File: src/source/sigencode_z_pkg.sv
/*
 * Shared constants for the z-part signature encoder.
 * Holds the modulus, the polynomial geometry and the default widths that
 * the RTL parameters and the testbench model start from.
 */

package sigencode_z_pkg;

    // ==================================================
    // Scheme constants
    // ==================================================

    // Prime modulus of the coefficient ring
    localparam logic [22:0] dilithium_q = 23'd8380417;

    // Largest coefficient that still centers to a non-negative value
    localparam logic [22:0] dilithium_q_half = (dilithium_q - 23'd1) >> 1;

    // Coefficients in one polynomial
    localparam int dilithium_n = 256;

    // Number of z polynomials in a full signature
    localparam int dilithium_l_default = 7;

    // ==================================================
    // Storage geometry and default widths
    // ==================================================

    // Coefficients packed side by side in one buffer word
    localparam int coeffs_per_word = 4;

    // Stored width of one coefficient
    localparam int reg_size_default = 24;

    // Encoding exponent, each encoded value is gamma1 + 1 bits wide
    localparam int gamma1_default = 19;

    // Word address width, enough for 7 polynomials of 64 words
    localparam int mem_addr_width_default = 10;

endpackage

File: src/source/sigencode_z_encoder.sv
/*
 * Four-lane z encoder with one register stage.
 * Each lane centers its coefficient modulo q and subtracts the result
 * from two to the power GAMMA1, keeping GAMMA1 + 1 bits.
 */

`timescale 1ns/1ns

module sigencode_z_encoder
    import sigencode_z_pkg::*;
#(
    parameter int REG_SIZE = reg_size_default,
    parameter int GAMMA1 = gamma1_default
) (
    input  logic                                        clk,
    input  logic                                        reset_n,
    input  logic                                        zeroize,
    input  logic [coeffs_per_word-1:0][REG_SIZE-1:0]    data_in,
    output logic [coeffs_per_word-1:0][GAMMA1:0]        data_out
);

    // Working width, wide enough for q, the coefficient and 2^GAMMA1
    localparam int calc_w = ((REG_SIZE > GAMMA1) ? REG_SIZE : GAMMA1) + 2;

    localparam logic [calc_w-1:0] q_ext     = calc_w'(dilithium_q);
    localparam logic [calc_w-1:0] half_ext  = calc_w'(dilithium_q_half);
    localparam logic [calc_w-1:0] gamma_ext = calc_w'(1) << GAMMA1;

    logic [coeffs_per_word-1:0][GAMMA1:0] enc_next;

    // ==================================================
    // Centering and subtraction
    // ==================================================

    // Upper half coefficients stand for c - q, so 2^GAMMA1 - (c - q) adds q back.
    // Truncation to GAMMA1 + 1 bits makes the wrap of the difference harmless
    always_comb begin
        logic [calc_w-1:0] c_ext;
        logic [calc_w-1:0] diff;
        for (int i = 0; i < coeffs_per_word; i++) begin
            c_ext = calc_w'(data_in[i]);
            diff  = gamma_ext - c_ext;
            if (c_ext > half_ext) begin
                diff = diff + q_ext;
            end
            enc_next[i] = diff[GAMMA1:0];
        end
    end

    // ==================================================
    // Output register
    // ==================================================

    always_ff @(posedge clk or negedge reset_n) begin
        if (!reset_n) begin
            data_out <= '0;
        end else if (zeroize) begin
            data_out <= '0;
        end else begin
            data_out <= enc_next;
        end
    end

endmodule

File: config.mk
export PLATFORM = sky130hd
export DESIGN_NAME = sigencode_z_encoder
export DESIGN_NICKNAME = d
export VERILOG_FILES = /design/src/source/sigencode_z_pkg.sv /design/src/source/sigencode_z_encoder.sv
export SDC_FILE = /design/constraint.sdc
export NUM_CORES = 1
export LEC_CHECK = 0
export BUFFER_PORTS_ARGS = -buffer_cell sky130_fd_sc_hd__buf_2
export CORE_MARGIN = 2
export CORE_UTILIZATION = 40
export CTS_CLUSTER_SIZE = 10
export DETAILED_ROUTE_END_ITERATION = 12
export MAX_ROUTING_LAYER = met4
export PLACE_DENSITY = 0.71
export SLEW_MARGIN = 30
export SYNTH_ARGS = -nofsm -noshare
export SYNTH_HDL_FRONTEND = slang
export SYNTH_SLANG_ARGS = --single-unit
File: constraint.sdc
create_clock -name clk -period 0.8 [get_ports clk]
set_input_delay 0.04 -clock clk [delete_from_list [all_inputs] [get_ports clk]]
set_output_delay 0.04 -clock clk [all_outputs]
set_load 0.005 [all_outputs]
==> flow_metrics.env <==
export IMPL_rsz0062_at_grt="yes"
export IMPL_status="finished, violations left"
export IMPL_place_hpwl_mm=16.5
export IMPL_grt_pass1_wl_mm=36.2
export IMPL_synth_area_leaders="dfrtp_1 (31%), xnor2_1 (9.9%), nor2_1 (7.9%)"
export IMPL_die_h_um=130
export IMPL_track_usage_pct=27.5
export IMPL_routed_wl_mm=24.5
export IMPL_ys_seq_elements=80
export IMPL_post_route_min_period_ns=2.04
export IMPL_min_path_cells=2
export IMPL_crit_family="simple AND/OR/NAND/NOR gates"
export IMPL_ir_worst_vdd_mv=1.06
export IMPL_critPathBufInv=3
export IMPL_syn_nets=891
export IMPL_critical_path_class="primary input to flop"
export IMPL_hold_class="primary input to flop"
export IMPL_synth_flop_cell="dfrtp_1"
export IMPL_endpoint_kind="flop"
export IMPL_hold_ws_ns=-0.00272
export IMPL_finalPower_mw=13.4
export IMPL_slew_headroom_pct=64.8
export IMPL_largest_reg_flops=80
export IMPL_num_rows=46
export IMPL_crit_arrival_ns=2.27
export IMPL_drv_cap=0
export IMPL_tightestPinTransition_ns=0.524
export IMPL_post_place_ws_ns=-1.67
export IMPL_clockRootBuffer="clkbuf_16"
export IMPL_wl_per_cell_um=16.5
export IMPL_top_regs="data_out: 80 flops"
export IMPL_synth_area_um2=6370
export IMPL_final_util_pct=77.1
export IMPL_synth_top_cell_area_share_pct=31.4
export IMPL_antenna_found_initial=1
export IMPL_yosysSeqAreaShare_pct=31.4
export IMPL_design_die_area_um2=16900
export IMPL_synth_avg_cell_area_um2=8.13
export IMPL_ys_warn_count=0
export IMPL_initial_core_util_pct=40.5
export IMPL_gr_total_overflow=0
export IMPL_drc=0
export IMPL_fin_nets=1371
export IMPL_synth_top_area_cell="dfrtp_1"
export IMPL_period_share_pct=255
export IMPL_regArea_um2=2000
export IMPL_max_flop_register="data_out"
export IMPL_critPathLaunchType="primary input"
export IMPL_viasPerCell=5.28
export IMPL_multi_input_area_um2=5530
export IMPL_hold_path_end="data_out[47]"
export IMPL_min_delay_start="data_in[55]"
export IMPL_clk_path_buf_depth=2
export IMPL_synth_edf_count=0
export IMPL_crit_path_cell_trace="buf_8 > inv_6 > ha_4 > or4b_4 > xnor2_2 > o31ai_2 > o2111ai_2 > buf_4 > nor4_4 > nor2_1 > xnor2_1 > and2_1"
export IMPL_grt_pass1_vias=7526
export IMPL_area_delta_synth_final_pct=90.3
export IMPL_clock_sinks=80
export IMPL_syn_inst=783
export IMPL_cts_hold_buffers_added=2
export IMPL_violations="hold timing, setup timing"
export IMPL_async_flop_share_pct=100
export IMPL_hold_viol_final=1
export IMPL_cts_tree="yes"
export IMPL_p_leak_nw=5.43
export IMPL_fp_dieW_um=130
export IMPL_htreeDepth=3
export IMPL_gp_congestion=0.909
export IMPL_cts_buffers=9
export IMPL_core_area_um2=15700
export IMPL_clock_fmax_mhz=489
export IMPL_clk_pin_slew_ns=0.06
export IMPL_synth_distinct_cells=76
export IMPL_slew_viol_final=0
export IMPL_io_buffer_count=178
export IMPL_slowest_stage="or4b_4"
export IMPL_ant_nets=0
export IMPL_io_pins=179
export IMPL_slowest_delay_ns=0.51
export IMPL_fillers=1007
export IMPL_drt_iter0_drc=507
export IMPL_setup_viol=160
export IMPL_num_vias=7845
export IMPL_crit_required_ns=1.03
export IMPL_grt_max_degree=36
export IMPL_fin_ws_ns=-1.24
export IMPL_powerDensity_nw_per_um2=1110
export IMPL_drive_above_1_share_pct=59.3
export IMPL_worstPathMaxFanout=4
export IMPL_drtPass1Iterations=5
-- cell usage in the layout, fill, tap and decap left out, types with 13 or more instances in the layout --
| master | Yosys | final |
|---|---|---|
| a21oi_2 | 0 | 13 |
| dfrtp_1 | 80 | 80 |
| xnor2_1 | 72 | 51 |
| nor4_4 | 3 | 13 |
| nand4_1 | 13 | 13 |
| nand2_1 | 66 | 47 |
| nor2_1 | 134 | 112 |
| buf_2 | 5 | 155 |
| buf_4 | 0 | 274 |
| buf_6 | 3 | 61 |
| a21oi_1 | 33 | 19 |
| nor3_1 | 32 | 14 |
| xnor2_2 | 0 | 19 |
| xor2_1 | 36 | 31 |
| or3_1 | 19 | 14 |
-- cell families after synthesis --
family                     Yosys count  share of synthesized area, %
AOI/OAI and AO/OA                  135                          14.2
xor gates and xnor gates           108                          14.9
adders and majority gates            9                          1.77
buffers and inverters               58                          3.87
DFF                                 80                          31.4
muxes                                4                         0.629
and+or+nand+nor                    389                          33.3
-- per-stage QoR --
stage,hold WS [ns],std cells,cell area [um2],TNS (ns)
2_1_floorplan,-0.256,783,7050,-84.19
3_3_place_gp,-0.0849,1404,10000,-104.20
3_5_place_dp,-0.0805,1404,10000,-106.82
4_1_cts,-0.0230,1460,11400,-77.11
5_1_grt,0.00357,1485,12100,-89.28
6_report,-0.00272,1485,12100,-81.31
-- synthesized netlist by cell type, drive strengths merged, types with 7 or more instances --
cell / count
dfrtp: 80
o31ai: 7
o21ai: 28
or4: 8
a21oi: 33
nand4b: 8
nor3: 35
nand2: 66
xnor2: 72
nand4: 14
nand3b: 9
buf: 10
nor4: 19
nor2b: 11
xor2: 36
a211oi: 10
nand3: 20
clkbuf: 31
inv: 17
nor2: 134
or3: 20
ha: 9
-- area by class of cell --
| cell class | count | area share [%] |
|---|---|---|
| Antenna cell | 1 | 0.0207 |
| Clock buffer | 9 | 1.86 |
| Clock inverter | 7 | 0.847 |
| Inverter | 17 | 1.00 |
| Multi-Input combinational cell | 645 | 45.7 |
| Sequential cell | 80 | 16.5 |
| Tap cell | 216 | 2.23 |
| Timing Repair Buffer | 510 | 31.9 |
-- worst max path at each step --
| stage | start | end | depth (start not counted) |
|---|---|---|---|
| 5_1_grt | data_in[72] | data_out[77] | 12 |
| 2_1_floorplan | data_in[73] | data_out[79] | 13 |
| 4_1_cts | data_in[72] | data_out[77] | 12 |
| 3_3_place_gp | data_in[73] | data_out[78] | 11 |
| 3_5_place_dp | data_in[73] | data_out[75] | 12 |
| 6_report | data_in[72] | data_out[76] | 12 |
-- per-layer routing --
| metal | up-vias | GRT usage [%] | part of all wire, % |
|---|---|---|---|
| li1 | 3741 | - | - |
| met1 | 3762 | 34.0 | 40 |
| met2 | 286 | 47.4 | 52 |
| met3 | 56 | 2.87 | 4.9 |
| met4 | 0 | 8.41 | 2.8 |
| met5 | - | - | 0 |
-- power breakdown --
part           total [mW]  internal [mW]  switching, mW
logic                4.49           2.30           2.19
registers            4.39           4.31         0.0751
clock network        4.54           2.77           1.77
-- repair_timing --
item                                   in CTS  in global routing
setup buffers                              42                 31
setup endpoints to repair                 160                160
resized for setup                         181                107
pin swaps                                 124                108
endpoints found under the hold margin      83                  1
(Power assumes the default switching activity.)
