<file path="src/source/sigencode_z_pkg.sv">
/*
 * Shared constants for the z-part signature encoder.
 * Holds the modulus, the polynomial geometry and the default widths that
 * the RTL parameters and the testbench model start from.
 */

package sigencode_z_pkg;

    // ==================================================
    // Scheme constants
    // ==================================================

    // Prime modulus of the coefficient ring
    localparam logic [22:0] dilithium_q = 23'd8380417;

    // Largest coefficient that still centers to a non-negative value
    localparam logic [22:0] dilithium_q_half = (dilithium_q - 23'd1) >> 1;

    // Coefficients in one polynomial
    localparam int dilithium_n = 256;

    // Number of z polynomials in a full signature
    localparam int dilithium_l_default = 7;

    // ==================================================
    // Storage geometry and default widths
    // ==================================================

    // Coefficients packed side by side in one buffer word
    localparam int coeffs_per_word = 4;

    // Stored width of one coefficient
    localparam int reg_size_default = 24;

    // Encoding exponent, each encoded value is gamma1 + 1 bits wide
    localparam int gamma1_default = 19;

    // Word address width, enough for 7 polynomials of 64 words
    localparam int mem_addr_width_default = 10;

endpackage

</file>
<file path="src/source/sigencode_z_ctrl.sv">
/*
 * Run controller for the z encoder.
 * Locks the base addresses on enable, walks the buffer one word pair per
 * cycle, issues the matching write pairs two cycles later and ends the
 * run with a single-cycle done pulse.
 */

`timescale 1ns/1ns

module sigencode_z_ctrl
    import sigencode_z_pkg::*;
#(
    parameter int MEM_ADDR_WIDTH = mem_addr_width_default,
    parameter int NUM_POLYS = dilithium_l_default
) (
    input  logic                        clk,
    input  logic                        reset_n,
    input  logic                        zeroize,

    // Run control
    input  logic                        enable,
    input  logic [MEM_ADDR_WIDTH-1:0]   src_base_addr,
    input  logic [MEM_ADDR_WIDTH-1:0]   dest_base_addr,

    // Buffer read requests
    output logic                        rd_en,
    output logic [MEM_ADDR_WIDTH-1:0]   rd_addr_a,
    output logic [MEM_ADDR_WIDTH-1:0]   rd_addr_b,

    // Signature memory write requests
    output logic                        sig_a_wr_en,
    output logic [MEM_ADDR_WIDTH-1:0]   sig_a_wr_addr,
    output logic                        sig_b_wr_en,
    output logic [MEM_ADDR_WIDTH-1:0]   sig_b_wr_addr,

    output logic                        done
);

    // Words covered by one run, always even
    localparam int words_per_run = (NUM_POLYS * dilithium_n) / coeffs_per_word;

    // Offset of the final read pair
    localparam logic [MEM_ADDR_WIDTH-1:0] last_pair = MEM_ADDR_WIDTH'(words_per_run - 2);

    localparam logic [MEM_ADDR_WIDTH-1:0] pair_step = MEM_ADDR_WIDTH'(2);

    // FSM encoding
    localparam logic [2:0] st_idle        = 3'd0;
    localparam logic [2:0] st_read        = 3'd1;
    localparam logic [2:0] st_read_enc    = 3'd2;
    localparam logic [2:0] st_read_enc_wr = 3'd3;
    localparam logic [2:0] st_enc_wr      = 3'd4;
    localparam logic [2:0] st_wr          = 3'd5;
    localparam logic [2:0] st_finish      = 3'd6;

    logic [2:0]                 state;
    logic [2:0]                 next_state;
    logic [MEM_ADDR_WIDTH-1:0]  rd_cnt;
    logic [MEM_ADDR_WIDTH-1:0]  wr_cnt;
    logic [MEM_ADDR_WIDTH-1:0]  locked_src;
    logic [MEM_ADDR_WIDTH-1:0]  locked_dest;
    logic                       finish_hold;
    logic                       reading;
    logic                       writing;

    // A read pair is issued at the end of every read state, likewise for writes
    assign reading = (state == st_read) || (state == st_read_enc) ||
                     (state == st_read_enc_wr);
    assign writing = (state == st_read_enc_wr) || (state == st_enc_wr) ||
                     (state == st_wr);

    // ==================================================
    // State machine
    // ==================================================

    always_ff @(posedge clk or negedge reset_n) begin
        if (!reset_n) begin
            state <= st_idle;
        end else if (zeroize) begin
            state <= st_idle;
        end else begin
            state <= next_state;
        end
    end

    always_comb begin
        next_state = state;
        case (state)
            st_idle: begin
                if (enable) begin
                    next_state = st_read;
                end
            end
            st_read:     next_state = st_read_enc;
            st_read_enc: next_state = st_read_enc_wr;
            st_read_enc_wr: begin
                // Stay here until the final pair has gone out
                if (rd_cnt == last_pair) begin
                    next_state = st_enc_wr;
                end
            end
            st_enc_wr:   next_state = st_wr;
            st_wr:       next_state = st_finish;
            st_finish: begin
                // Finish lasts two cycles so done lines up with the return to idle
                if (finish_hold) begin
                    next_state = st_idle;
                end
            end
            default:     next_state = st_idle;
        endcase
    end

    // ==================================================
    // Base addresses and pair counters
    // ==================================================

    // Bases are taken only on the enable edge that starts a run
    always_ff @(posedge clk or negedge reset_n) begin
        if (!reset_n) begin
            locked_src  <= '0;
            locked_dest <= '0;
        end else if (zeroize) begin
            locked_src  <= '0;
            locked_dest <= '0;
        end else if (state == st_idle && enable) begin
            locked_src  <= src_base_addr;
            locked_dest <= dest_base_addr;
        end
    end

    always_ff @(posedge clk or negedge reset_n) begin
        if (!reset_n) begin
            rd_cnt <= '0;
            wr_cnt <= '0;
        end else if (zeroize) begin
            rd_cnt <= '0;
            wr_cnt <= '0;
        end else begin
            rd_cnt <= reading ? rd_cnt + pair_step : '0;
            wr_cnt <= writing ? wr_cnt + pair_step : '0;
        end
    end

    // ==================================================
    // Request outputs
    // ==================================================

    always_ff @(posedge clk or negedge reset_n) begin
        if (!reset_n) begin
            rd_en     <= 1'b0;
            rd_addr_a <= '0;
            rd_addr_b <= '0;
        end else if (zeroize || !reading) begin
            rd_en     <= 1'b0;
            rd_addr_a <= '0;
            rd_addr_b <= '0;
        end else begin
            rd_en     <= 1'b1;
            rd_addr_a <= locked_src + rd_cnt;
            rd_addr_b <= locked_src + rd_cnt + 1'b1;
        end
    end

    // Writes trail reads by two cycles, one for the buffer and one for the lanes
    always_ff @(posedge clk or negedge reset_n) begin
        if (!reset_n) begin
            sig_a_wr_en   <= 1'b0;
            sig_b_wr_en   <= 1'b0;
            sig_a_wr_addr <= '0;
            sig_b_wr_addr <= '0;
        end else if (zeroize || !writing) begin
            sig_a_wr_en   <= 1'b0;
            sig_b_wr_en   <= 1'b0;
            sig_a_wr_addr <= '0;
            sig_b_wr_addr <= '0;
        end else begin
            sig_a_wr_en   <= 1'b1;
            sig_b_wr_en   <= 1'b1;
            sig_a_wr_addr <= locked_dest + wr_cnt;
            sig_b_wr_addr <= locked_dest + wr_cnt + 1'b1;
        end
    end

    always_ff @(posedge clk or negedge reset_n) begin
        if (!reset_n) begin
            finish_hold <= 1'b0;
            done        <= 1'b0;
        end else if (zeroize) begin
            finish_hold <= 1'b0;
            done        <= 1'b0;
        end else begin
            finish_hold <= (state == st_finish) && !finish_hold;
            done        <= (state == st_finish) && finish_hold;
        end
    end

endmodule

</file>
<file path="config.mk">
export PLATFORM = sky130hd
export DESIGN_NAME = sigencode_z_ctrl
export DESIGN_NICKNAME = d
export VERILOG_FILES = /design/src/source/sigencode_z_pkg.sv /design/src/source/sigencode_z_ctrl.sv
export SDC_FILE = /design/constraint.sdc
export NUM_CORES = 1
export LEC_CHECK = 0
export BUFFER_PORTS_ARGS = -buffer_cell sky130_fd_sc_hd__buf_4
export CORE_MARGIN = 2
export CORE_UTILIZATION = 44
export DETAILED_ROUTE_END_ITERATION = 8
export GPL_TIMING_DRIVEN = 0
export SKIP_CTS_REPAIR_TIMING = 1
export SLEW_MARGIN = 25
export SYNTH_ARGS = -nofsm -noshare
export SYNTH_HDL_FRONTEND = slang
export SYNTH_SLANG_ARGS = --single-unit
</file>
<file path="constraint.sdc">
create_clock -name clk -period 3.1 [get_ports clk]
set_input_delay 0.62 -clock clk [delete_from_list [all_inputs] [get_ports clk]]
set_output_delay 0.62 -clock clk [all_outputs]
set_load 0.05 [all_outputs]
</file>
==> key figures <==
Setup path
  – Kind of critical path: register to register
  – Crit path max-delay family: compound AO/OA/AOI/OAI gates
  – Setup crit start kind: register
  – Buffer and inverter count on the worst path: 1
  – Worst Setup End Kind: register
  – Critical path's largest stage delay: 470 ps
  – Worst EP arrival: 3050 ps
  – WP data required: 3350 ps
  – CP Max Fanout: 9
  – Slowest cell on the critical path: a221oi_1
  – Crit path cell chain: ha_1, clkbuf_1, a21o_1, a221oi_1, xnor2_1, nand4_1, nor3_1, mux2_2

STA
  – Setup violations, final: 0
  – Post-layout min period: 2807 ps
  – Final Hold Viols: 0
  – Final critical-path share of the clock period: 0.9055
  – Least-Margin Pin Slew: 748.8 ps
  – Final Max Tran Viols: 0
  – Fin Setup TNS: 0 ps
  – Fmax: 0.3562 GHz
  – Setup Skew: 8.373 ps
  – Max_slew headroom: 0.5008
  – RSZ-0062 raised after global routing: false
  – Fin worst setup slack: 292.9 ps

CTS
  – Skew-Pair Late Insertion Delay: 350 ps
  – Max clock buf depth: 2
  – CTS Buf Count: 9
  – H-tree depth: 3
  – Clock Pin Slew Worst Setup and Hold Paths: 90 ps
  – Clock sinks: 85
  – CTS tree: done
  – CTS Root Buffer Type: clkbuf_8

Detailed routing
  – Vias: 3149
  – Vias per std cell: 4.990
  – Drt pass-1 iters: 4
  – DRC: 0
  – WL per Instance: 13.70 um
  – DR iter-0 viols: 88
  – Routed length on met2: 3750 um
  – Top Layer Used: met4
  – DRT met1 WL: 4405 um
  – Final WL: 8646 um
  – Routed Antenna Nets: 0
  – Metal3 WL: 382 um

Synthesis
  – Number of synthesized flops with an enable pin: 0
  – Async set or reset register ratio after synthesis: 1.000
  – Post-synthesis cell type count: 56
  – Number of synthesis warnings: 0
  – Synth Cell Area: 0.004200 sq mm
  – Seq/Total Area, Yosys: 0.5064
  – Synth Flop Type: dfrtp_1
  – Syn avg cell area: 10.00 sq um
  – Synth Register Bits: 85
  – Mapped Cells: 420
  – Synth Net Count: 466

Floorplanning
  – Initial Util: 0.4546
  – DIE HEIGHT: 101.7 um
  – Die width: 101.7 um
  – Die footprint: 0.01034 sq mm
  – I/O pins: 68
  – Core Area: 0.009240 sq mm
  – Site Rows: 35

Finish
  – Fin util: 0.5494
  – Number of diodes: 0
  – Multi-input gate area in the final layout: 0.001979 sq mm
  – Reg area: 0.002127 sq mm
  – Fillers: 871
  – Fraction of layout cells with a size suffix above 1: 0.1892
  – Non-Filler Instances: 631
  – Nets: 543
  – Area growth from synthesis to layout: 20.85%

Run status
  – Outcome: complete, no violations

GRT
  – Largest net degree at the start of global routing: 86
  – First-pass GRT wire length: 14770 um
  – Gr ovfl total: 0
  – Initial antenna violation count: 0
  – Gr usage total: 0.1830
  – Number of global-route vias before repair: 3004

Placed design
  – Cells after DPL: 615
  – DP HPWL: 6380 um
  – Number of port buffers: 66
  – Final GP Congestion: 0.8016
  – Place WS: 280.1 ps

Power
  – Power Dens Cells: 471.4 mW/mm^2
  – Maximum vdd drop: 197.8 uV
  – Lkg Pwr: 2.440 nW

Job
  – Maxcap violations: 0

Worst hold path
  – Hold Crit Class: input port to async pin
-- power by group --
part           switching, mW  internal (mW)  leakage (nW)  total, mW
clock                  0.399          0.458         0.100      0.857
sequential            0.0283           1.15          1.17       1.18
combinational          0.238          0.120          1.17      0.359
-- cell usage after synthesis (3+ instances only) --
master	instances	share of area
a21o_1	6	0.011
a21oi_1	31	0.037
and2_1	16	0.024
and3_1	6	0.0089
clkbuf_1	13	0.012
dfrtp_1	85	0.51
ha_1	22	0.066
inv_1	6	0.0054
nand2_1	54	0.048
nand2b_1	3	0.0045
nand3_1	10	0.012
nand4_1	4	0.0060
nor2_1	51	0.046
nor3_1	10	0.012
nor3b_1	4	0.0071
o21ai_0	8	0.0095
xnor2_1	19	0.040
xor2_1	19	0.040
-- placed cells by master, fill, tap and decap left out, drive strengths merged, types with 3 or more instances in the layout --
| cell type | n |
|---|---|
| a21o | 7 |
| or3 | 3 |
| ha | 22 |
| nand3 | 10 |
| clkbuf | 24 |
| nand4 | 4 |
| xnor2 | 19 |
| inv | 7 |
| nand2b | 3 |
| o21ai | 9 |
| nor4b | 4 |
| nand2 | 54 |
| dfrtp | 85 |
| a21oi | 32 |
| nor3b | 4 |
| nor2 | 51 |
| nor3 | 11 |
| buf | 70 |
| and3 | 6 |
| mux2 | 3 |
| xor2 | 19 |
| and2 | 17 |
-- worst register-to-register path, stage by stage (launching register included) --
cell,delay [ps]
dfrtp_1,440
ha_1,300
clkbuf_1,200
a21o_1,250
a221oi_1,470
xnor2_1,220
nand4_1,200
nor3_1,260
mux2_2,360
-- path summary, 6_finish.rpt --
check                           slack [ps]         from  cells after the start          endpoint
worst min-delay path                   310      reset_n                      1         rd_cnt[2]
max in group asynchronous             2280      reset_n                      1  sig_a_wr_addr[0]
worst max-delay path                   290    wr_cnt[4]                      8  sig_b_wr_addr[9]
worst min register to register         480  finish_hold                      1       finish_hold
worst max register to register         290    wr_cnt[4]                      8  sig_b_wr_addr[9]
min in group clk                       480  finish_hold                      1       finish_hold
-- flip-flops by register name (all words and copies together) (netlist names) --
signal / count
wr_cnt: 9
done: 1
rd_addr_b: 10
sig_a_wr_addr: 10
rd_addr_a: 10
rd_en: 1
locked_dest: 10
rd_cnt: 9
sig_b_wr_en: 1
finish_hold: 1
state: 3
locked_src: 10
sig_b_wr_addr: 10
-- layer usage --
layer / track usage / up-vias
li1: - / 1595
met3: 0.04279 / 9
met2: 0.2687 / 65
met1: 0.2735 / 1480
met4: 0.04678 / 0
met5: 0 / -
-- cell families (layout without fill, tap and decap cells) --
group | count (synthesis) | count (layout) | share of synthesized area
and+or+nand+nor | 180 | 180 | 0.2136
DFF | 85 | 85 | 0.5064
AOI/OAI and AO/OA | 67 | 67 | 0.1001
xor gates and xnor gates | 38 | 38 | 0.07924
buffers and inverters | 23 | 105 | 0.02234
adders and majority gates | 22 | 22 | 0.06553
muxes | 5 | 5 | 0.01281
-- final cells by class --
cell class	count	area share
inverters	6	0.004437
clock buffers	11	0.02588
flip-flops and latches	85	0.4190
repair buffers	66	0.09835
plain buffers	17	0.01405
multi-input cells	312	0.3899
well taps	129	0.03180
clock inverters	5	0.01651
-- stage by stage --
step	power, mW	area, sq um	hold slack [ps]
floorplan	1.430	4200	324.4
CTS	2.424	5072	478.9
finish	2.393	5076	306.5
detailed placement	1.564	4857	468.0
global route	2.517	5076	371.1
global placement	1.555	4857	456.7
Note: power is estimated with default switching activity, not from simulation.
